===== config.mk =====
export PLATFORM = sky130hd
export DESIGN_NAME = gpr_rename_file
export DESIGN_NICKNAME = d
export VERILOG_FILES = /design/src/verilog/core_pkg.sv /design/src/verilog/isa_pkg.sv /design/src/verilog/gpr_rename_file.sv
export SDC_FILE = /design/constraint.sdc
export NUM_CORES = 1
export LEC_CHECK = 0
export ABC_AREA = 1
export BUFFER_PORTS_ARGS = -buffer_cell sky130_fd_sc_hd__buf_2
export CAP_MARGIN = 40
export CELL_PAD_IN_SITES_DETAIL_PLACEMENT = 1
export CELL_PAD_IN_SITES_GLOBAL_PLACEMENT = 2
export CORE_MARGIN = 5
export CORE_UTILIZATION = 42
export DETAILED_ROUTE_END_ITERATION = 10
export GPL_ROUTABILITY_DRIVEN = 0
export GPL_TIMING_DRIVEN = 0
export PLACE_DENSITY = 0.79
export SYNTH_ARGS = -nofsm -noshare
export SYNTH_HDL_FRONTEND = slang
export SYNTH_SLANG_ARGS = --single-unit

===== constraint.sdc =====
create_clock -name clk -period 5.7 [get_ports clk]
set_input_delay 1.14 -clock clk [delete_from_list [all_inputs] [get_ports clk]]
set_output_delay 1.14 -clock clk [all_outputs]
set_load 0.005 [all_outputs]

===== src/verilog/core_pkg.sv =====
`default_nettype none

package core_pkg;

	// Eight tags, at most seven of them in flight
	localparam int tag_width = 3;

	typedef logic [tag_width-1:0] tag_t;

	// Shared by CDB broadcasts and register-read operands
	// For an operand, valid means data is present, else it waits on tag
	typedef struct packed {
		logic        valid;
		tag_t        tag;
		logic [31:0] data;
	} cdb_t;

	typedef struct packed {
		logic valid;
		tag_t tag;
		cdb_t opd;
	} mov_entry_t;

	typedef struct packed {
		tag_t        tag;
		logic        is_imm;
		logic [31:0] imm;
	} issue_t;

endpackage

`default_nettype wire


===== src/verilog/isa_pkg.sv =====
`default_nettype none

package isa_pkg;

	localparam int reg_count = 16;

	typedef logic [$clog2(reg_count)-1:0] reg_idx_t;

	typedef enum logic [1:0] {
		op_mov_imm = 2'd0,
		op_mov_reg = 2'd1,
		op_ext     = 2'd2
	} opcode_t;

	// Opcode and destination sit in the same bits in both forms
	typedef struct packed {
		opcode_t     opcode;
		reg_idx_t    dst;
		logic [9:0]  rsvd;
		logic [15:0] imm;
	} imm_form_t;

	typedef struct packed {
		opcode_t     opcode;
		reg_idx_t    dst;
		reg_idx_t    src;
		logic [21:0] rsvd;
	} reg_form_t;

	typedef union packed {
		imm_form_t imm_form;
		reg_form_t reg_form;
	} insn_t;

endpackage

`default_nettype wire


===== src/verilog/gpr_rename_file.sv =====
`default_nettype none

module gpr_rename_file (
	input wire clk,
	input wire reset,
	input wire isa_pkg::reg_idx_t src_idx,
	output core_pkg::cdb_t src_opd,
	input wire alloc_valid,
	input wire isa_pkg::reg_idx_t dst_idx,
	input wire core_pkg::tag_t alloc_tag,
	input wire core_pkg::cdb_t cdb
);
	logic [31:0] value [isa_pkg::reg_count];
	logic busy [isa_pkg::reg_count];
	core_pkg::tag_t prod_tag [isa_pkg::reg_count];

	always_comb begin
		src_opd.valid = !busy[src_idx];
		src_opd.tag = prod_tag[src_idx];
		src_opd.data = value[src_idx];
		// Producer broadcasting right now
		if (busy[src_idx] && cdb.valid && cdb.tag == prod_tag[src_idx]) begin
			src_opd.valid = 1'b1;
			src_opd.data = cdb.data;
		end
	end

	always_ff @(posedge clk) begin
		if (reset) begin
			for (int i = 0; i < isa_pkg::reg_count; i++) begin
				value[i] <= '0;
				busy[i] <= 1'b0;
			end
		end else begin
			for (int i = 0; i < isa_pkg::reg_count; i++) begin
				if (alloc_valid && dst_idx == isa_pkg::reg_idx_t'(i)) begin
					// New move may broadcast in its own issue cycle
					if (cdb.valid && cdb.tag == alloc_tag) begin
						value[i] <= cdb.data;
						busy[i] <= 1'b0;
					end else begin
						busy[i] <= 1'b1;
					end
				end else if (busy[i] && cdb.valid && cdb.tag == prod_tag[i]) begin
					value[i] <= cdb.data;
					busy[i] <= 1'b0;
				end
			end
		end
	end

	always_ff @(posedge clk) begin
		if (alloc_valid)
			prod_tag[dst_idx] <= alloc_tag;
	end

endmodule

`default_nettype wire


==> results.ini <==
[cts]
clock_latency_ns=0.67
holdBufCountCts=0
cts_root_buffer=clkbuf_16
h-tree-depth=2
clkTransAtPathRegs_ns=0.06
cts_setup_buffers=0
cts.sinks=576
cts.path.max_buffers=3
cts_tree=yes
cts-resized-gates=0
cts_buffers=61

[sta]
hold_viol_final=0
worst_pin_slew_ns=0.999
postLayoutSetupSlackWorst_ns=0.338
rsz0062_at_grt=false
fmax_ghz=0.186
setup_viol_count_final=0
holdWs_ns=0.716
maxSlewHeadroom=0.334
final_max_slew_viol_count=0
period_minus_slack_ns=5.36
skew_ns=0.0282
fin_crit_sh=0.941
fin_tns_setup_ns=0

[logic_synthesis]
yosysTopAreaCell=edfxtp_1
syn_nets=2489
yosysUniqueCellTypes=36
ys.flop_type=edfxtp_1
synth_edf_count=576
yosysMostFrequentCell=nor2_1
synth_area_leaders=edfxtp_1, nor2_1, o21ai_0
synthArstFlopShare=0
synthTopCellsByCount=nor2_1, edfxtp_1, o21ai_0, nand2_1, clkbuf_1
yosysTopAreaCellShare=0.669
syn_area_sq_um=25800
synth.yosys.seq_area_share=0.669
yosysWarnings=0
ys_seq_elements=576
syn_avg_cell_area_sq_um=10.6
synth_cells=2439

[critical_path]
crit_type=in2out
cp-startpoint=src_idx[0]
cp_max_fo=10
r2r_start=prod_tag[8][0]
arrival_ns=4.22
setup.worst_path.start_class=input port
crit_required_ns=4.56
critPathCaptureType=output port

[final_layout]
post-route-util=0.484
fin_nets=2669
drive_gt1_frac=0.109
area_delta_synth_final_pct=15.0
fill_cells=6677

[power]
leakage_uw=0.0112
ir_drop_v=0.000242
power_density_nw_per_um2=333

[floorplanning]
die_h_microns=258
core_area_sq_um=61400
die_area_sq_um=66600
num_rows=91
ioPinCount=86
start_util=0.421
dieWidth_microns=258

[drt]
antenna_left=0
viasPerCell=6.13
dr_total_vias=21200
wl_per_cell_microns=30.8
drc=0
firstDrtPassIters=6
drt_iter0_markers=2439
wirelength_microns=107000

[global_routing]
grt_max_degree=25
grt-ovfl-total=0
grt.total_usage=0.312
grt_antenna_before_repair=2
grt_pass1_vias=21700
grt_pass1_wl_microns=151000

[place]
port_buffers=84
hpwl_microns=74800
post-place-ws_ns=0.508

[worst_hold_path]
min_from=prod_tag[5][2]
hold_path_class=reg2reg

[status]
outcome=finished, final reports clean

[run]
maxCapViolCount=0

sequential cells by signal, summed over array words and instances (netlist names):
register,cells
busy,16
value,512
prod_tag,48
metrics by stage:
step	instances	power (uW)	area, sq um
final	3458	9900	29700
after global routing	3457	10200	29700
after CTS	3456	9890	29700
after detailed placement	3345	6110	27800
after global placement	3313	6050	27300
after floorplan	2439	5550	25800
cell families (layout without fill, tap and decap cells):
group	Yosys count	after routing	share of synthesized area
and+or+nand+nor	994	994	0.152
buffers and inverters	319	547	0.0521
DFF	576	576	0.669
AOI/OAI and AO/OA	544	544	0.124
other	0	1	0
xor gates and xnor gates	6	6	0.00203
placed cells by master (no fill, tap or decap), types with 15 or more instances in the layout:
master     count
nand3_1       99
clkbuf_1     151
o21ai_1       75
nand2_1      186
edfxtp_1     576
clkinv_1      16
buf_2        132
buf_6         15
o21ai_0      247
o22ai_1      117
o211ai_1      17
o221ai_1      46
buf_4         16
clkbuf_16     61
inv_1        108
nor2_1       676
critical path: stages:
cell	delay [ns]
buf_2	0.13
inv_1	0.20
buf_4	0.28
buf_2	0.38
clkbuf_1	0.71
o21ai_0	0.19
o221ai_1	0.19
o21ai_1	0.28
o21ai_1	0.40
nand2_1	0.13
nand2_1	0.07
buf_2	0.11
final timing paths:
| path | end | slack [ns] | cells past startpoint |
|---|---|---|---|
| max | src_opd[12] | 0.34 | 12 |
| min | busy[5] | 0.72 | 2 |
| min reg2reg | busy[5] | 0.72 | 2 |
| max reg2reg | value[8][0] | 2.44 | 8 |
where the power goes:
part / total, uW / internal (uW) / switching (uW) / leakage [uW]
clock: 3860 / 2100 / 1760 / 0.000914
sequential: 4940 / 4880 / 60.5 / 0.00588
combinational: 1100 / 278 / 826 / 0.00438
routing by layer:
metal / share of wire / global-route usage
met1: 0.41 / 0.424
met2: 0.47 / 0.508
met3: 0.092 / 0.0600
met4: 0.037 / 0.101
met5: 0.000066 / 0
area by class of cell:
| type | instances | area [sq um] | share of cell area |
|---|---|---|---|
| well taps | 790 | 988 | 0.0333 |
| inverters | 112 | 420 | 0.0141 |
| diodes | 1 | 2.50 | 0.0000842 |
| repair buffers | 117 | 931 | 0.0313 |
| clock buffers | 76 | 1580 | 0.0532 |
| clock inverters | 35 | 282 | 0.00947 |
| multi-input cells | 1544 | 7290 | 0.245 |
| flip-flops and latches | 576 | 17300 | 0.582 |
| plain buffers | 207 | 927 | 0.0312 |
(Power assumes the default switching activity.)
