`src/verilog/core_pkg.sv`:
```
`default_nettype none

package core_pkg;

	// Eight tags, at most seven of them in flight
	localparam int tag_width = 3;

	typedef logic [tag_width-1:0] tag_t;

	// Shared by CDB broadcasts and register-read operands
	// For an operand, valid means data is present, else it waits on tag
	typedef struct packed {
		logic        valid;
		tag_t        tag;
		logic [31:0] data;
	} cdb_t;

	typedef struct packed {
		logic valid;
		tag_t tag;
		cdb_t opd;
	} mov_entry_t;

	typedef struct packed {
		tag_t        tag;
		logic        is_imm;
		logic [31:0] imm;
	} issue_t;

endpackage

`default_nettype wire

```
`src/verilog/cdb_arbiter.sv`:
```
`default_nettype none

module cdb_arbiter (
	input wire core_pkg::cdb_t ext_result,
	output logic ext_result_ready,
	input wire mov_req_valid,
	output logic mov_req_ready,
	input wire core_pkg::tag_t mov_req_tag,
	input wire [31:0] mov_req_data,
	output core_pkg::cdb_t cdb
);
	// External results always win, so they never wait
	assign ext_result_ready = 1'b1;
	assign mov_req_ready = !ext_result.valid;

	always_comb begin
		if (ext_result.valid) begin
			cdb = ext_result;
		end else begin
			cdb.valid = mov_req_valid;
			cdb.tag = mov_req_tag;
			cdb.data = mov_req_data;
		end
	end

endmodule

`default_nettype wire

```
`config.mk`:
```
export PLATFORM = sky130hd
export DESIGN_NAME = cdb_arbiter
export DESIGN_NICKNAME = d
export VERILOG_FILES = /design/src/verilog/core_pkg.sv /design/src/verilog/cdb_arbiter.sv
export SDC_FILE = /design/constraint.sdc
export NUM_CORES = 1
export LEC_CHECK = 0
export BUFFER_PORTS_ARGS = -buffer_cell sky130_fd_sc_hd__buf_2
export CORE_AREA = 2 2 48 50
export DETAILED_ROUTE_END_ITERATION = 6
export DIE_AREA = 0 0 50 52
export MAX_ROUTING_LAYER = met4
export PLACE_DENSITY = 0.93
export SLEW_MARGIN = 20
export SYNTH_ARGS = -nofsm -noshare
export SYNTH_HDL_FRONTEND = slang
export SYNTH_SLANG_ARGS = --single-unit
```
`constraint.sdc`:
```
create_clock -name vclk -period 2.95
set_input_delay 0.59 -clock vclk [all_inputs]
set_output_delay 0.59 -clock vclk [all_outputs]
set_load 0.03 [all_outputs]
```
==> flow_summary_export.csv, run 1 <==
group,metric,value,unit
timing,finalCritPeriodShare,70.1,%
hold_path,hp-start,"mov_req_valid",
timing,setup_slack,0.881,ns
timing,setup_viol,0,
critical_path,path_class,"in -> out",
synth,synth_commonest_cells,"mux2_4 (28), mux2_2 (7), buf_12 (3)",
placement,io_buffers,109,
critical_path,worstPathCellList,"buf_2 > buf_12 > mux2_2 > buf_2",
synth,synth_area,592,um2
power_and_ir_drop,total_power,242,uW
floorplan,die_x,50,um
synth,yosysWarnings,0,
layout,drive_gt1_share,98.6,%
critical_path,crit_path_frequent_cell,"buf_2",
run_status,status,"finished clean",
critical_path,cp_slowest_cell,"mux2_2",
synth,ys_seq_area_share,0,%
power_and_ir_drop,peakVddDrop,0.000116,V
routing,first_iter_violations,4,
routing,detail-route-antenna-nets,0,
critical_path,cp.arrival,1.48,ns
layout,nClkBuffers,0,
floorplan,fp.dieArea,2600,um2
cts,cts_hold_buf,0,
critical_path,crit_path_start,"ext_result[35]",
critical_path,cp_num_cells,4,
global_routing,antenna_found_initial,0,
global_routing,grt.busiest_layer,"met2",
global_routing,grt_util_met1,13.7,%
routing,vias,743,
cts,postCtsSetupRepairBufs,0,
synth,synth_top_cell_by_area,"mux2_4",
global_routing,grt-ovfl-total,0,
timing,finalHoldViolations,0,
critical_path,path_delay_family,"buffers and inverters",
floorplan,io_pins,110,
floorplan,die_h,52,um
critical_path,critPathMaxStageDelay,0.36,ns
critical_path,crit_end,"cdb[5]",
global_routing,grt_pass1_wl,2.69,mm
routing,drt_pass1_iterations,4,
global_routing,grt_usage,13.4,%
routing,via_per_inst,4.22,
critical_path,path_buf_inv,3,
timing,finalMaxSlewViolations,0,
layout,regArea,0,um2
timing,period_needed,2.07,ns
synth,syn_nets,115,
power_and_ir_drop,p_leak,0.706,nW
layout,nFillCells,198,
routing,routed_wl,1.96,mm
power_and_ir_drop,powerDensity,217,nW/um2
synth,synth.area.top_cells,"mux2_4 (71%), mux2_2 (13%), buf_12 (10%)",
layout,n_antenna_cell,0,
timing,fmax,483,MHz
critical_path,end_kind,"output pin",
routing,drc,0,
placement,dp_slack,0.875,ns
synth,syn_inst,43,
job,max-cap-violations,0,
synth,synth_cell_types,8,
critical_path,critical_path_required,2.36,ns
global_routing,grt_use_met2,28.1,%
floorplan,core_region_area,2110,um2
cts,cts_resized,0,
hold_path,whs_path_depth,3,
floorplan,rows,17,
routing,wl_per_cell,11.1,um
global_routing,globalRouteMet3Util,1.72,%
synth,synth_top_area_share,71.0,%
hold_path,min_path_type,"in -> out",
layout,seq_cell_count,0,
timing,rsz0062_at_grt,"false",
layout,nNetsFinal,222,
global_routing,grt_pass1_vias,666,
layout,multi_input_area,509,um2
layout,syn_to_final_growth,88.2,%
synth,syn_avg_cell_area,13.8,um2
floorplan,initial_core_util,28.1,%
timing,final.setup.tns,0,ns
global_routing,grt_max_degree,38,
critical_path,worstPathMaxFanout,37,
placement,globalplace.congestion,0.735,
placement,dp_hpwl,1.79,mm
synth,synth.most_common_cell,"mux2_4",
critical_path,startpoint_type,"primary input",
-- placed cells by master (no fill, tap or decap) --
cell,count
buf_2,109
mux2_4,28
mux2_2,7
inv_1,1
or2_2,1
conb_1,1
buf_12,1
-- power breakdown --
part | switching (mW) | total [mW] | internal (mW)
clock | 0 | 0 | 0
sequential | 0 | 0 | 0
combinational | 0.129 | 0.242 | 0.113
total | 0.129 | 0.242 | 0.113
-- logic make-up after synthesis --
| group | after synthesis | synth area share, % |
|---|---|---|
| buf+inv | 6 | 14.0 |
| mux | 35 | 84.4 |
| other cells | 1 | 0.634 |
| simple gates | 1 | 1.06 |
-- worst min path at each step --
| stage | endpoint |
|---|---|
| final | cdb[35] |
| after global routing | cdb[35] |
| after CTS | cdb[35] |
| after detailed placement | cdb[35] |
| after global placement | cdb[35] |
| after floorplan | cdb[35] |
-- worst min-delay path, stage by stage --
cell and delay, ns:
buf_2 0.07, or2_2 0.08, buf_2 0.18
-- final cells by class --
class              instances  share of cell area, %
repair buffers           110                   50.8
well taps                 28                   3.15
multi-input cells         37                   45.7
inverters                  1                  0.337
-- routing by layer --
| metal | up-vias | wire length [um] |
|---|---|---|
| li1 | 367 | - |
| met1 | 304 | 685 |
| met2 | 72 | 1000 |
| met3 | 0 | 274 |
| met4 | 0 | 0 |
| met5 | - | 0 |
-- metrics by stage --
step | instance area [um2] | hold WS (ns) | std cells | util [%]
floorplan | 592 | 1.36 | 43 | -
global placement | 1110 | 1.51 | 176 | 52.9
detailed placement | 1110 | 1.51 | 176 | 52.9
CTS | 1110 | 1.52 | 176 | 52.9
global route | 1110 | 1.55 | 176 | 52.9
finish | 1110 | 1.52 | 176 | 52.9
Power figures use the tool's default switching activity.
==> run 2: changes to the inputs <==
--- a/config.mk
+++ b/config.mk
@@ -6,11 +6,11 @@
 export NUM_CORES = 1
 export LEC_CHECK = 0
 export BUFFER_PORTS_ARGS = -buffer_cell sky130_fd_sc_hd__buf_2
-export CORE_AREA = 2 2 48 50
+export CORE_AREA = 2 2 52 54
 export DETAILED_ROUTE_END_ITERATION = 6
-export DIE_AREA = 0 0 50 52
+export DIE_AREA = 0 0 54 56
 export MAX_ROUTING_LAYER = met4
-export PLACE_DENSITY = 0.93
+export PLACE_DENSITY = 0.84
 export SLEW_MARGIN = 20
 export SYNTH_ARGS = -nofsm -noshare
 export SYNTH_HDL_FRONTEND = slang
==> constraint.sdc (replaced) <==
create_clock -name vclk -period 1.9
set_input_delay 0.38 -clock vclk [all_inputs]
set_output_delay 0.38 -clock vclk [all_outputs]
set_load 0.03 [all_outputs]
==> flow_summary_export.csv, run 2 (same netlist as run 1, synthesis figures left out) <==
group,metric,value,unit
run_status,status,"finished clean",
power_and_ir_drop,switching_power,198,uW
timing,finalHoldViolations,0,
placement,globalplace.congestion,0.678,
hold_path,min_path_type,"in -> out",
power_and_ir_drop,p_int,176,uW
timing,final.setup.tns,0,ns
global_routing,grt-ovfl-total,0,
global_routing,antenna_found_initial,0,
routing,drt_pass1_iterations,1,
floorplan,rows,18,
timing,rsz0062_at_grt,"false",
hold_path,worstHoldEndpoint,"cdb[35]",
routing,routed_wl,1.86,mm
floorplan,io_pins,110,
layout,regArea,0,um2
routing,drc,0,
global_routing,grt_max_degree,38,
power_and_ir_drop,clkPwrFrac,0,%
global_routing,grt_pass1_vias,676,
timing,finalMaxSlewViolations,0,
critical_path,worstPathMaxFanout,37,
timing,period_needed,1.64,ns
floorplan,die_h,56,um
timing,finalCritPeriodShare,86.3,%
critical_path,path_class,"in -> out",
hold_path,whs_path_depth,3,
global_routing,grt_usage,10.2,%
routing,first_iter_violations,0,
floorplan,fp.dieArea,3020,um2
hold_path,hp-start,"mov_req_valid",
routing,detail-route-antenna-nets,0,
power_and_ir_drop,combPwrFrac,100.0,%
job,max-cap-violations,0,
floorplan,die_x,54,um
critical_path,cp.arrival,1.26,ns
global_routing,grt_pass1_wl,2.46,mm
timing,holdWs,1.10,ns
timing,fmax,610,MHz
layout,n_antenna_cell,0,
layout,fin_util,45.9,%
layout,final_cell_mix,"buf_2 (109), mux2_4 (28), mux2_2 (7)",
floorplan,core_region_area,2430,um2
placement,io_buffers,109,
placement,dp_hpwl,1.67,mm
layout,syn_to_final_growth,88.6,%
cts,cts_hold_buf,0,
layout,nNetsFinal,222,
layout,nFillCells,258,
critical_path,critical_path_required,1.52,ns
power_and_ir_drop,powerDensity,335,nW/um2
routing,wl_per_cell,10.4,um
routing,vias,771,
critical_path,end_kind,"output pin",
routing,via_per_inst,4.33,
layout,final_common_cell,"buf_2",
cts,cts_resized,0,
floorplan,initial_core_util,24.3,%
power_and_ir_drop,peakVddDrop,0.000182,V
cts,postCtsSetupRepairBufs,0,
power_and_ir_drop,pwr-share-seq,0,%
layout,drive_gt1_share,98.6,%
layout,seq_cell_count,0,
power_and_ir_drop,p_leak,0.706,nW
timing,setup_viol,0,
layout,nClkBuffers,0,
critical_path,startpoint_type,"primary input",
power_and_ir_drop,switching_share,52.9,%
run 2: layout make-up:
cell class / count / area, um2 / area share, %
timing repair buffer: 110 / 566 / 50.7
multi-input combinational: 37 / 509 / 45.6
tap: 30 / 37.5 / 3.36
inverter: 1 / 3.75 / 0.336
run 2: layer usage:
metal,global-route usage [%],part of all wire [%],vias to the layer above
li1,-,-,366
met1,8.17,30,337
met2,23.2,52,68
met3,1.08,18,0
met4,0,0,0
met5,-,0,-
run 2: critical path: stages:
cell and delay [ns]:
buf_2 0.10, buf_12 0.24, mux2_2 0.36, buf_2 0.17
run 2: worst max-delay path by stage:
stage                    from  cells after the start       to  slack (ns)
5_1_grt        ext_result[35]                      4   cdb[2]        0.21
2_1_floorplan  ext_result[35]                      3  cdb[35]        0.49
6_report       ext_result[35]                      4   cdb[4]        0.26
3_5_place_dp   ext_result[35]                      4   cdb[1]        0.25
3_3_place_gp   ext_result[35]                      4   cdb[1]        0.25
4_1_cts        ext_result[35]                      4   cdb[1]        0.25
run 2: per-stage QoR:
stage	total power, mW	instance area [um2]	instances	setup WS, ns
after detailed placement	0.378	1120	178	0.248
after global placement	0.372	1120	178	0.250
final	0.374	1120	178	0.260
after global routing	0.396	1120	178	0.213
after floorplan	0.263	592	43	0.491
after CTS	0.378	1120	178	0.247
run 2: power groups by stage:
stage	logic, mW	registers [mW]	clock network [mW]
final	0.374	0	0
after global routing	0.396	0	0
after floorplan	0.263	0	0
after global placement	0.372	0	0
after detailed placement	0.378	0	0
after CTS	0.378	0	0
