## config.mk

```make
export PLATFORM = sky130hd
export DESIGN_NAME = mov_station
export DESIGN_NICKNAME = d
export VERILOG_FILES = /design/src/verilog/core_pkg.sv /design/src/verilog/mov_station.sv
export SDC_FILE = /design/constraint.sdc
export NUM_CORES = 1
export LEC_CHECK = 0
export BUFFER_PORTS_ARGS = -buffer_cell sky130_fd_sc_hd__clkbuf_2
export CORE_MARGIN = 10
export CORE_UTILIZATION = 51
export CTS_BUF_LIST = sky130_fd_sc_hd__clkbuf_4 sky130_fd_sc_hd__clkbuf_8
export CTS_CLUSTER_DIAMETER = 50
export DETAILED_ROUTE_END_ITERATION = 8
export GPL_ROUTABILITY_DRIVEN = 0
export PLACE_DENSITY = 0.9
export SYNTH_ARGS = -nofsm -noshare
export SYNTH_HDL_FRONTEND = slang
export SYNTH_SLANG_ARGS = --single-unit
```

## constraint.sdc

```tcl
create_clock -name clk -period 2.2 [get_ports clk]
set_input_delay 0.11 -clock clk [delete_from_list [all_inputs] [get_ports clk]]
set_output_delay 0.11 -clock clk [all_outputs]
set_load 0.02 [all_outputs]
```

## src/verilog/core_pkg.sv

```systemverilog
`default_nettype none

package core_pkg;

	// Eight tags, at most seven of them in flight
	localparam int tag_width = 3;

	typedef logic [tag_width-1:0] tag_t;

	// Shared by CDB broadcasts and register-read operands
	// For an operand, valid means data is present, else it waits on tag
	typedef struct packed {
		logic        valid;
		tag_t        tag;
		logic [31:0] data;
	} cdb_t;

	typedef struct packed {
		logic valid;
		tag_t tag;
		cdb_t opd;
	} mov_entry_t;

	typedef struct packed {
		tag_t        tag;
		logic        is_imm;
		logic [31:0] imm;
	} issue_t;

endpackage

`default_nettype wire

```

## src/verilog/mov_station.sv

```systemverilog
`default_nettype none

module mov_station #(
	parameter int n_entry = 2
) (
	input wire clk,
	input wire reset,
	input wire issue_valid,
	output logic station_ready,
	input wire core_pkg::issue_t issue,
	input wire core_pkg::cdb_t src_opd,
	input wire core_pkg::cdb_t cdb,
	output logic mov_req_valid,
	input wire mov_req_ready,
	output core_pkg::tag_t mov_req_tag,
	output logic [31:0] mov_req_data
);
	localparam int sel_w = $clog2(n_entry + 1);

	// Slot 0 holds the oldest move
	core_pkg::mov_entry_t e [n_entry];
	core_pkg::mov_entry_t e_upd [n_entry];
	core_pkg::mov_entry_t nxt [n_entry];
	core_pkg::mov_entry_t e_new;
	core_pkg::mov_entry_t cand [n_entry+1];
	logic [sel_w-1:0] sel;
	logic dispatch;
	logic take;

	always_comb begin
		e_new.valid = issue_valid;
		e_new.tag = issue.tag;
		e_new.opd.valid = issue.is_imm || src_opd.valid;
		e_new.opd.tag = src_opd.tag;
		e_new.opd.data = issue.is_imm ? issue.imm : src_opd.data;
	end

	// Tag wake-up
	always_comb begin
		for (int i = 0; i < n_entry; i++) begin
			e_upd[i] = e[i];
			if (!e[i].opd.valid && cdb.valid && cdb.tag == e[i].opd.tag) begin
				e_upd[i].opd.valid = 1'b1;
				e_upd[i].opd.data = cdb.data;
			end
		end
	end

	// Oldest ready candidate, incoming move last
	always_comb begin
		for (int i = 0; i < n_entry; i++)
			cand[i] = e_upd[i];
		cand[n_entry] = e_new;
		mov_req_valid = 1'b0;
		sel = sel_w'(n_entry);
		for (int i = n_entry; i >= 0; i--) begin
			if (cand[i].valid && cand[i].opd.valid) begin
				mov_req_valid = 1'b1;
				sel = sel_w'(i);
			end
		end
		mov_req_tag = cand[sel].tag;
		mov_req_data = cand[sel].opd.data;
	end

	assign dispatch = mov_req_valid && mov_req_ready;
	assign station_ready = dispatch || !e[n_entry-1].valid;
	assign take = issue_valid && station_ready && !(dispatch && int'(sel) == n_entry);

	// Shift down past the dispatched slot, then append the new move
	always_comb begin
		logic placed;
		placed = 1'b0;
		for (int i = 0; i < n_entry; i++) begin
			if (dispatch && int'(sel) <= i) begin
				if (i + 1 < n_entry) begin
					nxt[i] = e_upd[i+1];
				end else begin
					nxt[i] = e_upd[i];
					nxt[i].valid = 1'b0;
				end
			end else begin
				nxt[i] = e_upd[i];
			end
			if (!nxt[i].valid && take && !placed) begin
				nxt[i] = e_new;
				placed = 1'b1;
			end
		end
	end

	always_ff @(posedge clk) begin
		for (int i = 0; i < n_entry; i++) begin
			if (reset)
				e[i].valid <= 1'b0;
			else
				e[i] <= nxt[i];
		end
	end

	for (genvar i = 1; i < n_entry; i++) begin : g_packed
		assert property (@(posedge clk) disable iff (reset) e[i].valid |-> e[i-1].valid);
	end

endmodule

`default_nettype wire
```

==> results of run 1 <==
## final cells by class
type	instances	area [um^2]	share of cell area, %
Clock inverter	4	68.82	0.8282
Timing Repair Buffer	225	1901	22.87
Multi-Input combinational cell	390	3593	43.25
Clock buffer	12	146.4	1.762
Inverter	10	37.54	0.4517
Tap cell	143	178.9	2.153
Sequential cell	80	2384	28.69
## cells in the mapped netlist (2+ instances only)
cell type  instances  area (um^2)
o221ai_1          32        280.3
buf_6              4        45.04
clkbuf_1          21        78.83
xnor2_1            5        43.79
nand3b_1          32        240.2
nand4_1            2        12.51
buf_8              3        45.04
a21oi_1            3        15.01
buf_12             4        80.08
o22ai_1           33        206.5
buf_4              5        37.54
nand2_1           15        56.30
o21ai_1           25        125.1
dfxtp_1            2        40.04
and2_1             2        12.51
nand3_1            2        10.01
mux2i_1          171         1712
inv_1             10        37.54
a221o_1           32        320.3
edfxtp_1          78         2342
buf_2             15        75.07
o21ai_2            2        17.52
nor2_1             5        18.77
o21ai_0           13        65.06
## tightest hold or removal path, cell delays in order
cell	delay, ns
clkbuf_2	0.14
o21ai_0	0.10
a21oi_1	0.07
## repair_timing
action | 4_1_cts | 5_1_grt
hold buffers | 7 | 0
pin swaps | 8 | 12
cloned | 9 | 3
setup buffers | 23 | 6
hold endpoints to repair | 7 | 0
resized for setup | 81 | 76
setup endpoints to repair | 69 | 102
## report_power, final
part,leakage [uW],internal (uW),switching (uW)
registers,0.000777,1880,115
clock network,0.000112,674,587
logic,0.00325,850,945
## routing by layer
metal	wire length, um	part of all wire [%]
met4	756	3.3
met1	7996	35
met2	11130	49
met3	2817	12
met5	0	0
## worst paths after layout
kind                                         end        start  cells past startpoint
worst max-delay path            mov_req_data[30]     e[1][33]                      9
worst min-delay path                    e[0][39]  issue_valid                      3
worst max register to register           e[0][2]     e[1][33]                      7
worst min register to register          e[0][38]     e[1][38]                      2
## cell families after synthesis
group / Yosys count
AND/OR/NAND/NOR: 63
XOR/XNOR: 6
multiplexers: 171
AO/OA/AOI/OAI: 149
flip-flops: 80
buffers and inverters: 62
## cell usage in the layout, fill, tap and decap left out, drive strengths merged, types with 3 or more instances in the layout
| cell type | n |
|---|---|
| o221ai | 32 |
| a221o | 32 |
| o22ai | 34 |
| o211ai | 4 |
| edfxtp | 78 |
| o21ai | 40 |
| nor2 | 5 |
| inv | 10 |
| dlygate4sd3 | 7 |
| mux2i | 171 |
| clkbuf | 132 |
| a21oi | 3 |
| nand3b | 32 |
| buf | 95 |
| nand2 | 15 |
| bufbuf | 3 |
| xnor2 | 6 |
## stage by stage
| step | setup WS, ns | hold WS (ns) | std cells | power, uW |
|---|---|---|---|---|
| floorplan | 0.04450 | 0.1791 | 531 | 2944 |
| global placement | -0.06311 | 0.3082 | 800 | 3333 |
| detailed placement | -0.1204 | 0.3105 | 800 | 3404 |
| CTS | -0.1717 | 0.1048 | 855 | 4848 |
| global route | -0.3138 | 0.1236 | 864 | 5225 |
| finish | -0.2501 | 0.1176 | 864 | 5051 |
==> metrics.txt, run 1 <==
status finished, violations left; failing checks negative setup slack; CTS buffer count 9; worst vdd ir 0.3952 mV; Die Ht 129.3 um; nets 828; clock slew at reported path FFs 0.08 ns; vias per cell 6.992; I/O pins 149; filler cell count 755; Tcrit/Tclk final 111.4%; post-synthesis xor/xnor area fraction 0.9858%; vias in the first global route 6,196; final core occ 71.85%; grt met1 use 29.19%; count of different cell masters after synthesis 39; gr usage total 24.90%; Post-DP HPWL 12,840 um; Top reg by flops e; slowest CP cell edfxtp_1; Critical Path Max Stage Delay 0.44 ns; max FFs per register 80; max_slew headroom 55.60%; syn avg cell area 11.47 um^2; Buf/Inv on CP 4; GRT busiest layer met2; max cap viols 0; Iter 0 DRT Violations 983; number of enable flip-flop cells after synthesis 78; Clock Path Buffers 2; placed inst area 0.007017 mm^2; crit path DAT 2.34 ns; largest registers e: 80 flops; Worst Hold Class input port to flop; Synth Area in Compound Gates 18.92%; post-synthesis sequential area ratio 39.10%; Power Density 607.9 mW/mm^2; Die W 129.3 um; Synth Flop Type edfxtp_1; grt met2 use 42.51%; Synth Area in Adders 0%; maximum clock frequency 408.1 MHz; grt total ovfl 0; # setup viols final 77; Die ar. 0.01672 mm^2; static leakage 0.004141 uW; Async SR Flop Fraction 0%; Startpoint Class flop; yosys warns 0; mapped cell area 0.006092 mm^2; fraction of layout cells with a size suffix above 1 38.97%; Syn Inst Count 531; delay-heaviest family, CP buffers and inverters; Critical Path Fanout Max 8; # port buffers 148; total inserted antenna cells 0; CTS tree done; Initial DRT Pass Iterations 6; RSZ-0062 raised after global routing true; crit path cell chain xnor2_2 -> buf_4 -> nand4_1 -> buf_6 -> clkbuf_16 -> o22ai_2 -> a221o_1 -> o21ai_2 -> clkbuf_8; Crit. End Element output pin; first-pass GRT wire length 33,310 um; max-slew violations 0; main combinational cell family by area after synthesis multiplexers; Syn Nets 643; largest net degree at the start of global routing 38; num rows 39; Crit Path Category flop to output pin; WL final 22,700 um; Routed Antenna Nets 0; post-route cell area 0.008309 mm^2; fin crit period 2.450 ns; r2r setup slk -0.18 ns; Worst-Margin Slew 0.6629 ns; Starting Density 52.68%; Final Hold Fails 0; met3 Usage GRT 6.199%; WP data required 2.09 ns; multiplexer area fraction after synthesis 28.10%; Skew-Pair Late Insertion Delay 0.37 ns; via count 6,041; simple-gate share of the synthesized area 6.346%; setup_tns -9.630 ns; clk sinks 80; final setup margin -0.2501 ns; core region area 0.01156 mm^2; clock skew 0.02142 ns; Clock Tree Root clkbuf_8; number of synthesized register bits 80; WL/cell 26.28 um; initial antenna violation count 0; H-tree depth 3; area grow syn2layout 36.39%; drt drc 0
Note: power is estimated with default switching activity, not from simulation.
==> inputs of run 2 (changes only) <==
--- a/config.mk
+++ b/config.mk
@@ -13,6 +13,8 @@
 export DETAILED_ROUTE_END_ITERATION = 8
 export GPL_ROUTABILITY_DRIVEN = 0
 export PLACE_DENSITY = 0.9
+export SETUP_SLACK_MARGIN = 0.2
+export SLEW_MARGIN = 0
 export SYNTH_ARGS = -nofsm -noshare
 export SYNTH_HDL_FRONTEND = slang
 export SYNTH_SLANG_ARGS = --single-unit
==> metrics.txt, run 2 (same netlist as run 1, synthesis figures left out) <==
status finished, violations left; failing checks negative setup slack; capturing point of the worst reg2reg path e[0][10]; final setup margin -0.4267 ns; Die Ht 129.3 um; CTS tree done; Most Frequent Cell on Critical Path buf_6; Clock Tree Root clkbuf_8; Finished Layout Cells 886; static leakage 0.004331 uW; Logic pwr share 39.5%; crit path cell chain xnor2_2 -> a41o_1 -> buf_6 -> buf_6 -> o211ai_2 -> o221ai_1 -> mux2i_1; largest net degree at the start of global routing 37; initial antenna violation count 0; hold depth 2; placed inst area 0.007083 mm^2; vias per cell 7.112; Post-DP HPWL 12,840 um; Initial DRT Pass Iterations 6; Critical Path Max Stage Delay 0.49 ns; Worst Hold Class input port to flop; end of the worst hold path e[0][39]; largest registers e: 80 flops; core region area 0.01156 mm^2; Iter 0 DRT Violations 977; # port buffers 148; dpl cells 803; grt total ovfl 0; drt drc 0; area grow syn2layout 44.73%; clock skew 0.01603 ns; slowest CP cell o211ai_2; post-route cell area 0.008817 mm^2; Worst-Margin Slew 1.199 ns; multi-input logic area 0.003712 mm^2; Clock power frac 20.6%; Switching Power 1773 uW; fin crit period 2.627 ns; reg2reg start e[0][34]; clk sinks 80; Critical Path Fanout Max 16; max_slew headroom 19.84%; r2r setup slk -0.43 ns; Tcrit/Tclk final 119.4%; worst vdd ir 0.4147 mV; Routed Antenna Nets 0; crit path DAT 2.73 ns; clock slew at reported path FFs 0.10 ns; Top reg by flops e; maximum clock frequency 380.7 MHz; Final Hold Fails 0; Skew-Pair Late Insertion Delay 0.37 ns; vias in the first global route 6,036; filler cell count 651; num rows 39; Clock Path Buffers 2; via count 6,301; sequential power share 39.9%; Crit Path Category flop to flop; commonest non-fill, non-tap cells in the layout 169 x mux2i_1, 111 x clkbuf_2, 78 x edfxtp_1; H-tree depth 3; commonest non-fill, non-tap cell in the layout mux2i_1; max-slew violations 0; sequential cell area 0.002384 mm^2; I/O pins 149; fraction of layout cells with a size suffix above 1 44.15%; nets 850; CTS buffer count 9; Die W 129.3 um; WL/cell 27.99 um; total inserted antenna cells 0; Worst Reg-to-Reg Cells 7; first-pass GRT wire length 31,510 um; switching fraction of total power 35.49%; Hold Crit Start reset; WP data required 2.30 ns; gr usage total 23.27%; RSZ-0062 raised after global routing true; WL final 24,800 um; max FFs per register 80; Die ar. 0.01672 mm^2; Crit. End Element flop; hold slack 0.1050 ns; Starting Density 52.68%; Power Density 566.7 mW/mm^2; # setup viols final 75; max cap viols 0; Startpoint Class flop; Power Internal 3223 uW
==> run 2: final cells by class <==
type | count | area share (%)
Timing Repair Buffer | 247 | 26.45
Clock inverter | 7 | 0.5534
Inverter | 10 | 0.4257
Tap cell | 143 | 2.029
Multi-Input combinational cell | 390 | 42.10
Sequential cell | 80 | 27.03
Clock buffer | 9 | 1.405
==> run 2: repair_timing <==
item / 4_1_cts / 5_1_grt
pin swaps: 28 / 24
hold buffers: 6 / 0
resized for setup: 86 / 117
cloned: 5 / 14
setup endpoints to repair: 97 / 122
setup buffers: 12 / 30
endpoints found under the hold margin: 6 / 0
==> run 2: power groups by stage <==
stage / logic (uW) / registers [uW] / clock network [uW]
after floorplan: 975 / 1970 / 0
after global placement: 1360 / 1980 / 0
after detailed placement: 1420 / 2000 / 0
after CTS: 1630 / 1970 / 1000
after global routing: 2050 / 2010 / 1080
final: 1970 / 2000 / 1030
==> run 2: how the worst max path moves through the flow <==
stage / startpoint / depth (start not counted) / endpoint
4_1_cts: e[1][32] / 7 / mov_req_data[30]
6_report: e[0][34] / 7 / e[0][10]
3_5_place_dp: e[1][33] / 5 / e[0][26]
5_1_grt: e[0][34] / 7 / e[0][10]
3_3_place_gp: e[1][33] / 5 / e[0][26]
2_1_floorplan: e[0][32] / 6 / e[0][32]
==> run 2: per-layer routing <==
| layer | track usage, % | up-vias | routed length, um |
|---|---|---|---|
| met5 | 0 | - | 0 |
| li1 | - | 2597 | - |
| met1 | 28.02 | 2994 | 8635 |
| met3 | 5.261 | 119 | 3193 |
| met4 | 7.023 | 0 | 1072 |
| met2 | 40.55 | 591 | 11900 |
==> run 2: stage by stage <==
step | setup WS (ns) | TNS, ns | power, uW | utilization [%]
floorplan | 0.2010 | 0 | 2945 | -
global placement | -0.05932 | -1.404 | 3346 | 61.25
detailed placement | -0.1275 | -2.918 | 3421 | 61.25
CTS | -0.1484 | -4.379 | 4599 | 67.93
global route | -0.4251 | -17.49 | 5133 | 76.24
finish | -0.4267 | -11.51 | 4997 | 76.24
==> run 2: worst max-delay path, delay by kind of cell, from the launching register on <==
kind / cells / cell delay [ns]
AO/OA/AOI/OAI: 3 / 1.22
multiplexers: 1 / 0.17
buffers and inverters: 2 / 0.25
flip-flops: 1 / 0.43
XOR/XNOR: 1 / 0.30
