$ cat config.mk
export PLATFORM = sky130hd
export DESIGN_NAME = issue_unit
export DESIGN_NICKNAME = d
export VERILOG_FILES = /design/src/verilog/core_pkg.sv /design/src/verilog/isa_pkg.sv /design/src/verilog/issue_unit.sv
export SDC_FILE = /design/constraint.sdc
export NUM_CORES = 1
export LEC_CHECK = 0
export BUFFER_PORTS_ARGS = -buffer_cell sky130_fd_sc_hd__clkbuf_2
export CAP_MARGIN = 10
export CORE_MARGIN = 2
export CORE_UTILIZATION = 35
export CTS_CLUSTER_SIZE = 12
export DETAILED_ROUTE_END_ITERATION = 7
export PLACE_DENSITY = 0.95
export SLEW_MARGIN = 15
export SYNTH_ARGS = -nofsm -noshare
export SYNTH_HDL_FRONTEND = slang
export SYNTH_SLANG_ARGS = --single-unit
$ cat constraint.sdc
create_clock -name clk -period 6.05 [get_ports clk]
set_input_delay 0.605 -clock clk [delete_from_list [all_inputs] [get_ports clk]]
set_output_delay 0.605 -clock clk [all_outputs]
set_load 0.05 [all_outputs]
$ cat src/verilog/core_pkg.sv
`default_nettype none

package core_pkg;

	// Eight tags, at most seven of them in flight
	localparam int tag_width = 3;

	typedef logic [tag_width-1:0] tag_t;

	// Shared by CDB broadcasts and register-read operands
	// For an operand, valid means data is present, else it waits on tag
	typedef struct packed {
		logic        valid;
		tag_t        tag;
		logic [31:0] data;
	} cdb_t;

	typedef struct packed {
		logic valid;
		tag_t tag;
		cdb_t opd;
	} mov_entry_t;

	typedef struct packed {
		tag_t        tag;
		logic        is_imm;
		logic [31:0] imm;
	} issue_t;

endpackage

`default_nettype wire

$ cat src/verilog/isa_pkg.sv
`default_nettype none

package isa_pkg;

	localparam int reg_count = 16;

	typedef logic [$clog2(reg_count)-1:0] reg_idx_t;

	typedef enum logic [1:0] {
		op_mov_imm = 2'd0,
		op_mov_reg = 2'd1,
		op_ext     = 2'd2
	} opcode_t;

	// Opcode and destination sit in the same bits in both forms
	typedef struct packed {
		opcode_t     opcode;
		reg_idx_t    dst;
		logic [9:0]  rsvd;
		logic [15:0] imm;
	} imm_form_t;

	typedef struct packed {
		opcode_t     opcode;
		reg_idx_t    dst;
		reg_idx_t    src;
		logic [21:0] rsvd;
	} reg_form_t;

	typedef union packed {
		imm_form_t imm_form;
		reg_form_t reg_form;
	} insn_t;

endpackage

`default_nettype wire

$ cat src/verilog/issue_unit.sv
`default_nettype none

module issue_unit (
	input wire clk,
	input wire reset,
	input wire insn_valid,
	output logic insn_ready,
	input wire isa_pkg::insn_t insn,
	output isa_pkg::reg_idx_t src_idx,
	output isa_pkg::reg_idx_t dst_idx,
	output logic alloc_valid,
	output core_pkg::tag_t alloc_tag,
	input wire core_pkg::cdb_t src_opd,
	output logic issue_valid,
	input wire station_ready,
	output core_pkg::issue_t issue,
	output logic ext_issue_valid,
	output core_pkg::tag_t ext_issue,
	input wire core_pkg::cdb_t cdb
);
	localparam int max_inflight = (1 << core_pkg::tag_width) - 1;

	isa_pkg::opcode_t opcode;
	logic is_ext;
	logic tags_full;
	logic transfer;
	core_pkg::tag_t next_tag;
	logic [core_pkg::tag_width:0] inflight;
	logic [(1 << core_pkg::tag_width)-1:0] tag_busy;

	// Opcode and constant from the immediate view, register fields from the other
	assign opcode = insn.imm_form.opcode;
	assign src_idx = insn.reg_form.src;
	assign dst_idx = insn.reg_form.dst;
	assign is_ext = opcode == isa_pkg::op_ext;

	// Tags come back out of order, so the next one may still be in flight
	assign tags_full = inflight == max_inflight || tag_busy[next_tag];
	assign issue_valid = insn_valid && !is_ext && !tags_full;
	assign insn_ready = !tags_full && (is_ext || station_ready);
	assign transfer = insn_valid && insn_ready;

	assign alloc_valid = transfer;
	assign alloc_tag = next_tag;
	assign ext_issue_valid = transfer && is_ext;
	assign ext_issue = next_tag;

	assign issue.tag = next_tag;
	assign issue.is_imm = opcode == isa_pkg::op_mov_imm;
	assign issue.imm = {{16{insn.imm_form.imm[15]}}, insn.imm_form.imm};

	always_ff @(posedge clk) begin
		if (reset) begin
			next_tag <= '0;
			inflight <= '0;
			tag_busy <= '0;
		end else begin
			if (transfer) begin
				next_tag <= next_tag + core_pkg::tag_t'(1);
				tag_busy[next_tag] <= 1'b1;
			end
			// A new move may broadcast in its own issue cycle
			if (cdb.valid)
				tag_busy[cdb.tag] <= 1'b0;
			case ({transfer, cdb.valid})
				2'b10: inflight <= inflight + (core_pkg::tag_width+1)'(1);
				2'b01: inflight <= inflight - (core_pkg::tag_width+1)'(1);
				default: ;
			endcase
		end
	end

	assert property (@(posedge clk) disable iff (reset) inflight <= max_inflight);

	// A waiting source must name a tag still in flight
	assert property (@(posedge clk) disable iff (reset)
		transfer && opcode == isa_pkg::op_mov_reg && !src_opd.valid
		|-> tag_busy[src_opd.tag]);

endmodule

`default_nettype wire

==> reports/metrics.sh, run 1 <==
STATUS='finished clean'
R2R_SLACK_NS=2.29
MAX_FREQ_GHz=0.266
LAYOUT-DRIVE-GT1-SHARE_PCT=29.4
CLK-INSERTION-DELAY-LATE_NS=0.25
YS_TYPES=41
POSTLAYOUTCELLAREA_SQ_MM=0.00114
LAYOUT_WORST_PATH_CYCLE_SHARE_PCT=62.1
WIRE_LENGTH_OF_THE_FIRST_GLOBAL_ROUTING_PASS_MM=3.60
SETUP_VIOLATIONS=0
DIEAREA_SQ_MM=0.00424
CRITICAL_PATH.MAX_STAGE_DELAY_NS=0.95
RSZ0062_AT_GRT='false'
ANTENNA_CELLS=0
WORST_R2R_PATH_DEPTH=11
CRIT_CHAIN='mux2_1 -> a222oi_1 -> and3_4 -> inv_4 -> ha_1 -> xor2_1 -> ha_1 -> a21oi_1 -> xor2_1 -> or3_1 -> a21oi_1'
MIN-DELAY-PATH-CLASS='flip-flop to flip-flop'
REG2REG_FROM='alloc_tag[0]'
POST_CTS_REPAIR_TIMING_SETUP_BUFFER_COUNT=0
SYNTH_TOP_AREA_CELL='buf_4'
NUMBER_OF_ROUTED_NETS_WITH_ANTENNA_VIOLATIONS=0
SLEW_OF_THE_PIN_WITH_THE_LOWEST_SLEW_MARGIN_NS=1.12
DRT_DRC_VIOLATIONS_LEFT=0
SETUP_SLACK_AFTER_PLACEMENT_NS=2.36
DRT_PASS_1_ITERS=4
SYNTHESIS.INSTANCES=150
FLOORPLAN.IO_PINS=162
DR_TOTAL_VIAS=888
LEAKAGE_uW=0.000499
OVERALL_FRACTION_OF_GLOBAL_ROUTE_TRACKS_IN_USE_PCT=10.9
GLOBALPLACE.CONGESTION=0.785
DRTITER0DRC=42
CTS.CLK_SLEW.WORST_PATHS_NS=0.06
SYNTH_WARNINGS=0
NUMBER_OF_ANTENNA_VIOLATIONS_AT_THE_FIRST_CHECK_IN_GLOBAL_ROUTING=0
TIMING_HOLD_VIOLATIONS_FINAL=0
WORST-ENDPOINT-REQUIRED_NS=6.23
CTS_HOLD_BUFFERS=0
FINALMAXSLEWVIOLATIONS=0
PERIOD_NEEDED_NS=3.76
DRT-TOTAL-WL_MM=2.23
HTREE_LEVELS=1
TIMING_WORST_SETUP_PATH_TYPE='flip-flop to flip-flop'
CRITICAL_PATH_CELL_COUNT=11
MAX_SLEW_MARGIN_PCT=25.2
LAYOUT_SETUP_WS_NS=2.29
MAXIMUM_NUMBER_OF_PINS_ON_ONE_NET_BEFORE_GLOBAL_ROUTE_REPAIR=19
FINALSETUPTNS_NS=0
STARTPOINT='alloc_tag[0]'
CTS_INSERTED_BUFFERS=3
CP.BUFFERS_INVERTERS=1
PLACE_AREA_SQ_MM=0.00110
CP_MAX_FO=14
NUMBER_OF_FLIP_FLOPS_AND_LATCHES_IN_THE_SYNTHESIZED_NETLIST=15
POWER.IR.VDD_WORST_mV=0.0576
FIRST_GLOBAL_VIAS=814
NNETSFINAL=239
PLACEABLE_AREA_SQ_MM=0.00363
PLACEMENT_ROWS=22
DRT-WIRELENGTH-PER-CELL_UM=12.8
CTS_ROOT_BUFFER='clkbuf_8'
VIAS_PER_CELL=5.10
FILLCELLCOUNT=387
MAX-CLOCK-PATH-BUFFERS=2
MAX_CAP_VIOLATIONS=0
CLOCK_TREE_SKEW_AFTER_FINAL_LAYOUT_NS=0.00178
SEQ_AREA_FRAC_SYNTH_PCT=23.0
CLOCK_SINKS=15
TIMING.CRITICAL_PATH.TO='inflight[2]'
SLOWEST_CELL_ON_THE_CRITICAL_PATH='a222oi_1'
SYNTH.CELL_AREA_SQ_MM=0.00131
FP.DIEH_UM=65.1
CRITPATHCAPTURETYPE='flip-flop'
YS_ASYNC_SR_FRACTION_PCT=0
POWER-PER-CELL-AREA_mW_PER_MM2=246
TOP_AREA_CELLS_IN_THE_SYNTHESIZED_NETLIST='buf_4 (27%), dfxtp_1 (23%), nor2b_1 (4.3%), ha_1 (3.8%), a22o_1 (2.7%)'
START_UTIL_PCT=36.0
POSTCTSRESIZEDCELLS=0
SYNTH-EDFF-COUNT=0
AREAGROWTHSYNTHTOFINISH_PCT=-12.7
TOP_FF_CELL_SYNTH='dfxtp_1'
SYNTH_COMMON_CELLS='buf_4 (47), dfxtp_1 (15), nor2b_1 (9)'
FINAL_CORE_UTILIZATION_PCT=31.4
YOSYS.AREA.TOP_TYPE_SHARE_PCT=27.0
HPWLAFTERDP_MM=1.61
WORST-ENDPOINT-ARRIVAL_NS=3.94
SYNTHESIZED_NET_COUNT=262
YOSYS.CELL_COUNT.TOP_TYPE='buf_4'
R2R_END='inflight[2]'
PORTBUFFERS=23
TRITONCTS='built'
CP-START-KIND='flip-flop'
GRT_REMAINING_OVERFLOW=0
SYN-MEAN-INSTANCE-AREA_SQ_UM=8.72
WORST_PATH_DOMINANT_CELL_FAMILY='compound AO/OA/AOI/OAI gates'
DIE_WIDTH_UM=65.1
==> state kept, by name (all words and copies together) (netlist names) <==
name and cells:
tag_busy 8, inflight 4, alloc_tag 3
==> report_power, final <==
group          switching (uW)  internal (uW)  leakage [uW]  total, uW
clock network            36.0           46.7     0.0000228       82.7
logic                    51.0           29.1      0.000354       80.1
registers                10.8            107      0.000122        117
total                    97.8            182      0.000499        280
==> worst register-to-register path, stage by stage (launching register included) <==
cell and delay, ns:
dfxtp_1 0.61, mux2_1 0.39, a222oi_1 0.95, and3_4 0.43
inv_4 0.05, ha_1 0.24, xor2_1 0.16, ha_1 0.18
a21oi_1 0.14, xor2_1 0.09, or3_1 0.30, a21oi_1 0.13
==> layer usage <==
layer	share of wire [%]	vias to the layer above	routed length (um)	track usage, %
met5	0	-	0	0
met4	0.81	0	18	5.73
met3	7.1	6	159	3.25
met2	50	26	1110	18.9
met1	42	418	938	12.0
li1	-	438	-	-
==> through the flow <==
stage / hold slack [ns] / instances / power (uW)
after floorplan: 0.425 / 150 / 258
after global placement: 0.437 / 170 / 197
after detailed placement: 0.446 / 170 / 199
after CTS: 0.458 / 174 / 283
after global routing: 0.494 / 174 / 297
final: 0.455 / 174 / 280
==> how the worst min path moves through the flow <==
stage,from,depth (start not counted),endpoint,slack (ns)
2_1_floorplan,tag_busy[7],2,tag_busy[7],0.43
5_1_grt,tag_busy[7],2,tag_busy[7],0.49
3_5_place_dp,tag_busy[7],2,tag_busy[7],0.45
4_1_cts,tag_busy[7],2,tag_busy[7],0.46
6_report,tag_busy[7],2,tag_busy[7],0.45
3_3_place_gp,tag_busy[7],2,tag_busy[7],0.44
==> layout make-up <==
class	instances	area (sq um)	area share, %
timing repair buffer	23	115	10.1
tap	48	60.1	5.26
multi-input combinational	82	611	53.5
inverter	2	10.0	0.877
clock buffer	4	45.0	3.95
sequential	15	300	26.3
==> cells by family after synthesis <==
family	count (synthesis)	synth area share, %
fa+ha+maj	4	3.83
buf+inv	53	30.3
xor+xnor	3	2.01
compound gates	28	15.8
mux	8	6.99
simple gates	39	18.1
flops	15	23.0
==> cell usage in the layout (no fill, tap or decap), types with 2 or more instances in the layout <==
cell	n
o21ai_0	3
mux2_1	3
xor2_1	3
mux2_2	2
clkbuf_2	23
nand2b_1	2
mux2i_1	2
a41oi_1	4
nor2_1	8
a31oi_1	4
a22o_1	4
a211oi_1	3
and3_2	3
a21oi_1	4
ha_1	4
clkbuf_8	3
nand4_1	2
and2_1	3
nor3b_1	2
dfxtp_1	15
nand3_1	2
nor2b_1	9
Note: power is estimated with default switching activity, not from simulation.
==> run 2: changes to the inputs <==
Settings changed: CORE_UTILIZATION 35 to 33, PLACE_DENSITY 0.95 to 0.92.
Clock period 6.05 ns to 3.8 ns, I/O delays scaled along.
==> reports/metrics.sh, run 2 (same netlist as run 1, synthesis figures left out) <==
AREAGROWTHSYNTHTOFINISH_PCT=-11.0
TIMING_WORST_SETUP_PATH_TYPE='flip-flop to flip-flop'
CRITPATHCAPTURETYPE='flip-flop'
PORTBUFFERS=23  # unchanged
CTS_INSERTED_BUFFERS=3  # unchanged
HPWLAFTERDP_MM=1.68  # +3.8%
PLACEABLE_AREA_SQ_MM=0.00374  # +3.0%
FIRST_GLOBAL_VIAS=856  # +5.2%
SETUP_VIOLATIONS=0  # unchanged
VIAS_PER_CELL=5.27  # +3.2%
MAX-CLOCK-PATH-BUFFERS=2  # unchanged
SETUP_SLACK_AFTER_PLACEMENT_NS=0.823  # -1.54 ns
FP.DIEH_UM=66.9  # +2.8%
MAX_FREQ_GHz=0.332  # +25%
SLEW_OF_THE_PIN_WITH_THE_LOWEST_SLEW_MARGIN_NS=0.346  # -0.776 ns
FINAL_COMMON_CELL='clkbuf_2'
FINALSETUPTNS_NS=0  # unchanged
GLOBALPLACE.CONGESTION=0.772  # -1.7%
LAYOUT-DRIVE-GT1-SHARE_PCT=31.0  # +1.6 points
FINALMAXSLEWVIOLATIONS=0  # unchanged
MAXIMUM_NUMBER_OF_PINS_ON_ONE_NET_BEFORE_GLOBAL_ROUTE_REPAIR=19  # unchanged
DRTITER0DRC=77  # +83%
MIN-DELAY-PATH-CLASS='flip-flop to flip-flop'
STATUS='finished clean'
TIMING_HOLD_VIOLATIONS_FINAL=0  # unchanged
NUMBER_OF_ROUTED_NETS_WITH_ANTENNA_VIOLATIONS=0  # unchanged
PERIOD_NEEDED_NS=3.01  # -0.747 ns
WIRE_LENGTH_OF_THE_FIRST_GLOBAL_ROUTING_PASS_MM=3.68  # +2.1%
ANTENNA_CELLS=0  # unchanged
POST_CTS_REPAIR_TIMING_SETUP_BUFFER_COUNT=0  # unchanged
DRT-TOTAL-WL_MM=2.30  # +3.5%
CLK-INSERTION-DELAY-LATE_NS=0.25  # about the same
WORST-ENDPOINT-ARRIVAL_NS=3.19  # -0.75 ns
CLOCK_TREE_SKEW_AFTER_FINAL_LAYOUT_NS=0.00254  # +0.000757 ns
FILLCELLCOUNT=392  # +1.3%
DIE_WIDTH_UM=66.9  # +2.8%
MOSTFREQUENTLAYOUTCELLS='clkbuf_2 (23), dfxtp_1 (15), nor2b_1 (9)'
DR_TOTAL_VIAS=932  # +5.0%
PLACEMENT_ROWS=22  # unchanged
DRT_DRC_VIOLATIONS_LEFT=0  # unchanged
POSTCTSRESIZEDCELLS=0  # unchanged
R2R_SLACK_NS=0.79  # -1.50 ns
CLOCK_SINKS=15  # unchanged
CTS_HOLD_BUFFERS=0  # unchanged
LARGEST_REGISTER='tag_busy'
CTS.CLK_SLEW.WORST_PATHS_NS=0.06  # about the same
CP_MAX_FO=9  # -5
CTS_ROOT_BUFFER='clkbuf_8'
GRT_REMAINING_OVERFLOW=0  # unchanged
MAX_SLEW_MARGIN_PCT=76.9  # +52 points
NUMBER_OF_ANTENNA_VIOLATIONS_AT_THE_FIRST_CHECK_IN_GLOBAL_ROUTING=0  # unchanged
LAYOUT.AREA.SEQ_SQ_UM=300  # unchanged
DIEAREA_SQ_MM=0.00448  # +5.7%
DRT-WIRELENGTH-PER-CELL_UM=13.0  # +1.7%
MAX_CAP_VIOLATIONS=0  # unchanged
LARGEST_REGISTER_FFS=8  # unchanged
HTREE_LEVELS=1  # unchanged
FLOORPLAN.IO_PINS=162  # unchanged
OVERALL_FRACTION_OF_GLOBAL_ROUTE_TRACKS_IN_USE_PCT=10.8  # -0.10 points
CP-START-KIND='flip-flop'
LAYOUT_WORST_PATH_CYCLE_SHARE_PCT=79.2  # +17 points
START_UTIL_PCT=34.9  # -1.1 points
RSZ0062_AT_GRT='false'
MULTI_INPUT_COMBINATIONAL_CELL_AREA_SQ_UM=611  # unchanged
NNETSFINAL=242  # +1.3%
POWER.IR.VDD_WORST_mV=0.0998  # +73%
LAYOUT_SETUP_WS_NS=0.791  # -1.50 ns
POWER-PER-CELL-AREA_mW_PER_MM2=388  # +58%
LEAKAGE_uW=0.000512  # +2.8%
DRT_PASS_1_ITERS=4  # unchanged
TRITONCTS='built'
WORST-ENDPOINT-REQUIRED_NS=3.98  # -2.25 ns
run 2: cell types whose count changed in the layout (fill, tap and decap cells not counted):
cell / change
buf_4: +3
run 2: worst max-delay path, cell delays in order, from the launching register on:
cell,delay (ns)
dfxtp_1,0.46
mux2_1,0.37
a222oi_1,0.31
buf_4,0.22
and3_4,0.27
inv_4,0.05
ha_1,0.23
xor2_1,0.16
ha_1,0.18
a21oi_1,0.15
xor2_1,0.09
or3_1,0.30
a21oi_1,0.13
run 2: path summary, 6_finish.rpt:
kind                                   start     endpoint  depth (start not counted)
worst min register to register   tag_busy[7]  tag_busy[7]                          2
worst min-delay path             tag_busy[7]  tag_busy[7]                          2
worst max register to register  alloc_tag[0]  inflight[2]                         12
worst max-delay path            alloc_tag[0]  inflight[2]                         12
run 2: area by class of cell:
cell class | count | area share [%]
multi-input combinational | 82 | 52.5
sequential | 15 | 25.8
tap | 48 | 5.16
clock buffer | 4 | 3.87
timing repair buffer | 26 | 11.8
inverter | 2 | 0.860
run 2: metal layers:
| metal | share of wire, % | wire, um | vias to the layer above | GRT usage, % |
|---|---|---|---|---|
| li1 | - | - | 440 | - |
| met4 | 3.6 | 83 | 0 | 8.42 |
| met3 | 9.8 | 226 | 15 | 2.36 |
| met5 | 0 | 0 | - | 0 |
| met2 | 47 | 1080 | 46 | 18.8 |
| met1 | 40 | 912 | 431 | 11.2 |
run 2: through the flow:
step / util, % / hold WS (ns) / total power, uW / area, sq um / std cells
after floorplan: - / 0.425 / 411 / 1310 / 150
after global placement: 29.9 / 0.444 / 317 / 1120 / 173
after detailed placement: 29.9 / 0.458 / 322 / 1120 / 173
after CTS: 31.1 / 0.467 / 455 / 1160 / 177
after global routing: 31.1 / 0.505 / 478 / 1160 / 177
final: 31.1 / 0.462 / 452 / 1160 / 177
run 2: report_power, final:
group | internal [uW] | total (uW) | switching (uW)
Clock | 74.5 | 133 | 58.4
Sequential | 170 | 185 | 15.6
Combinational | 49.3 | 134 | 84.7
Total | 293 | 452 | 159
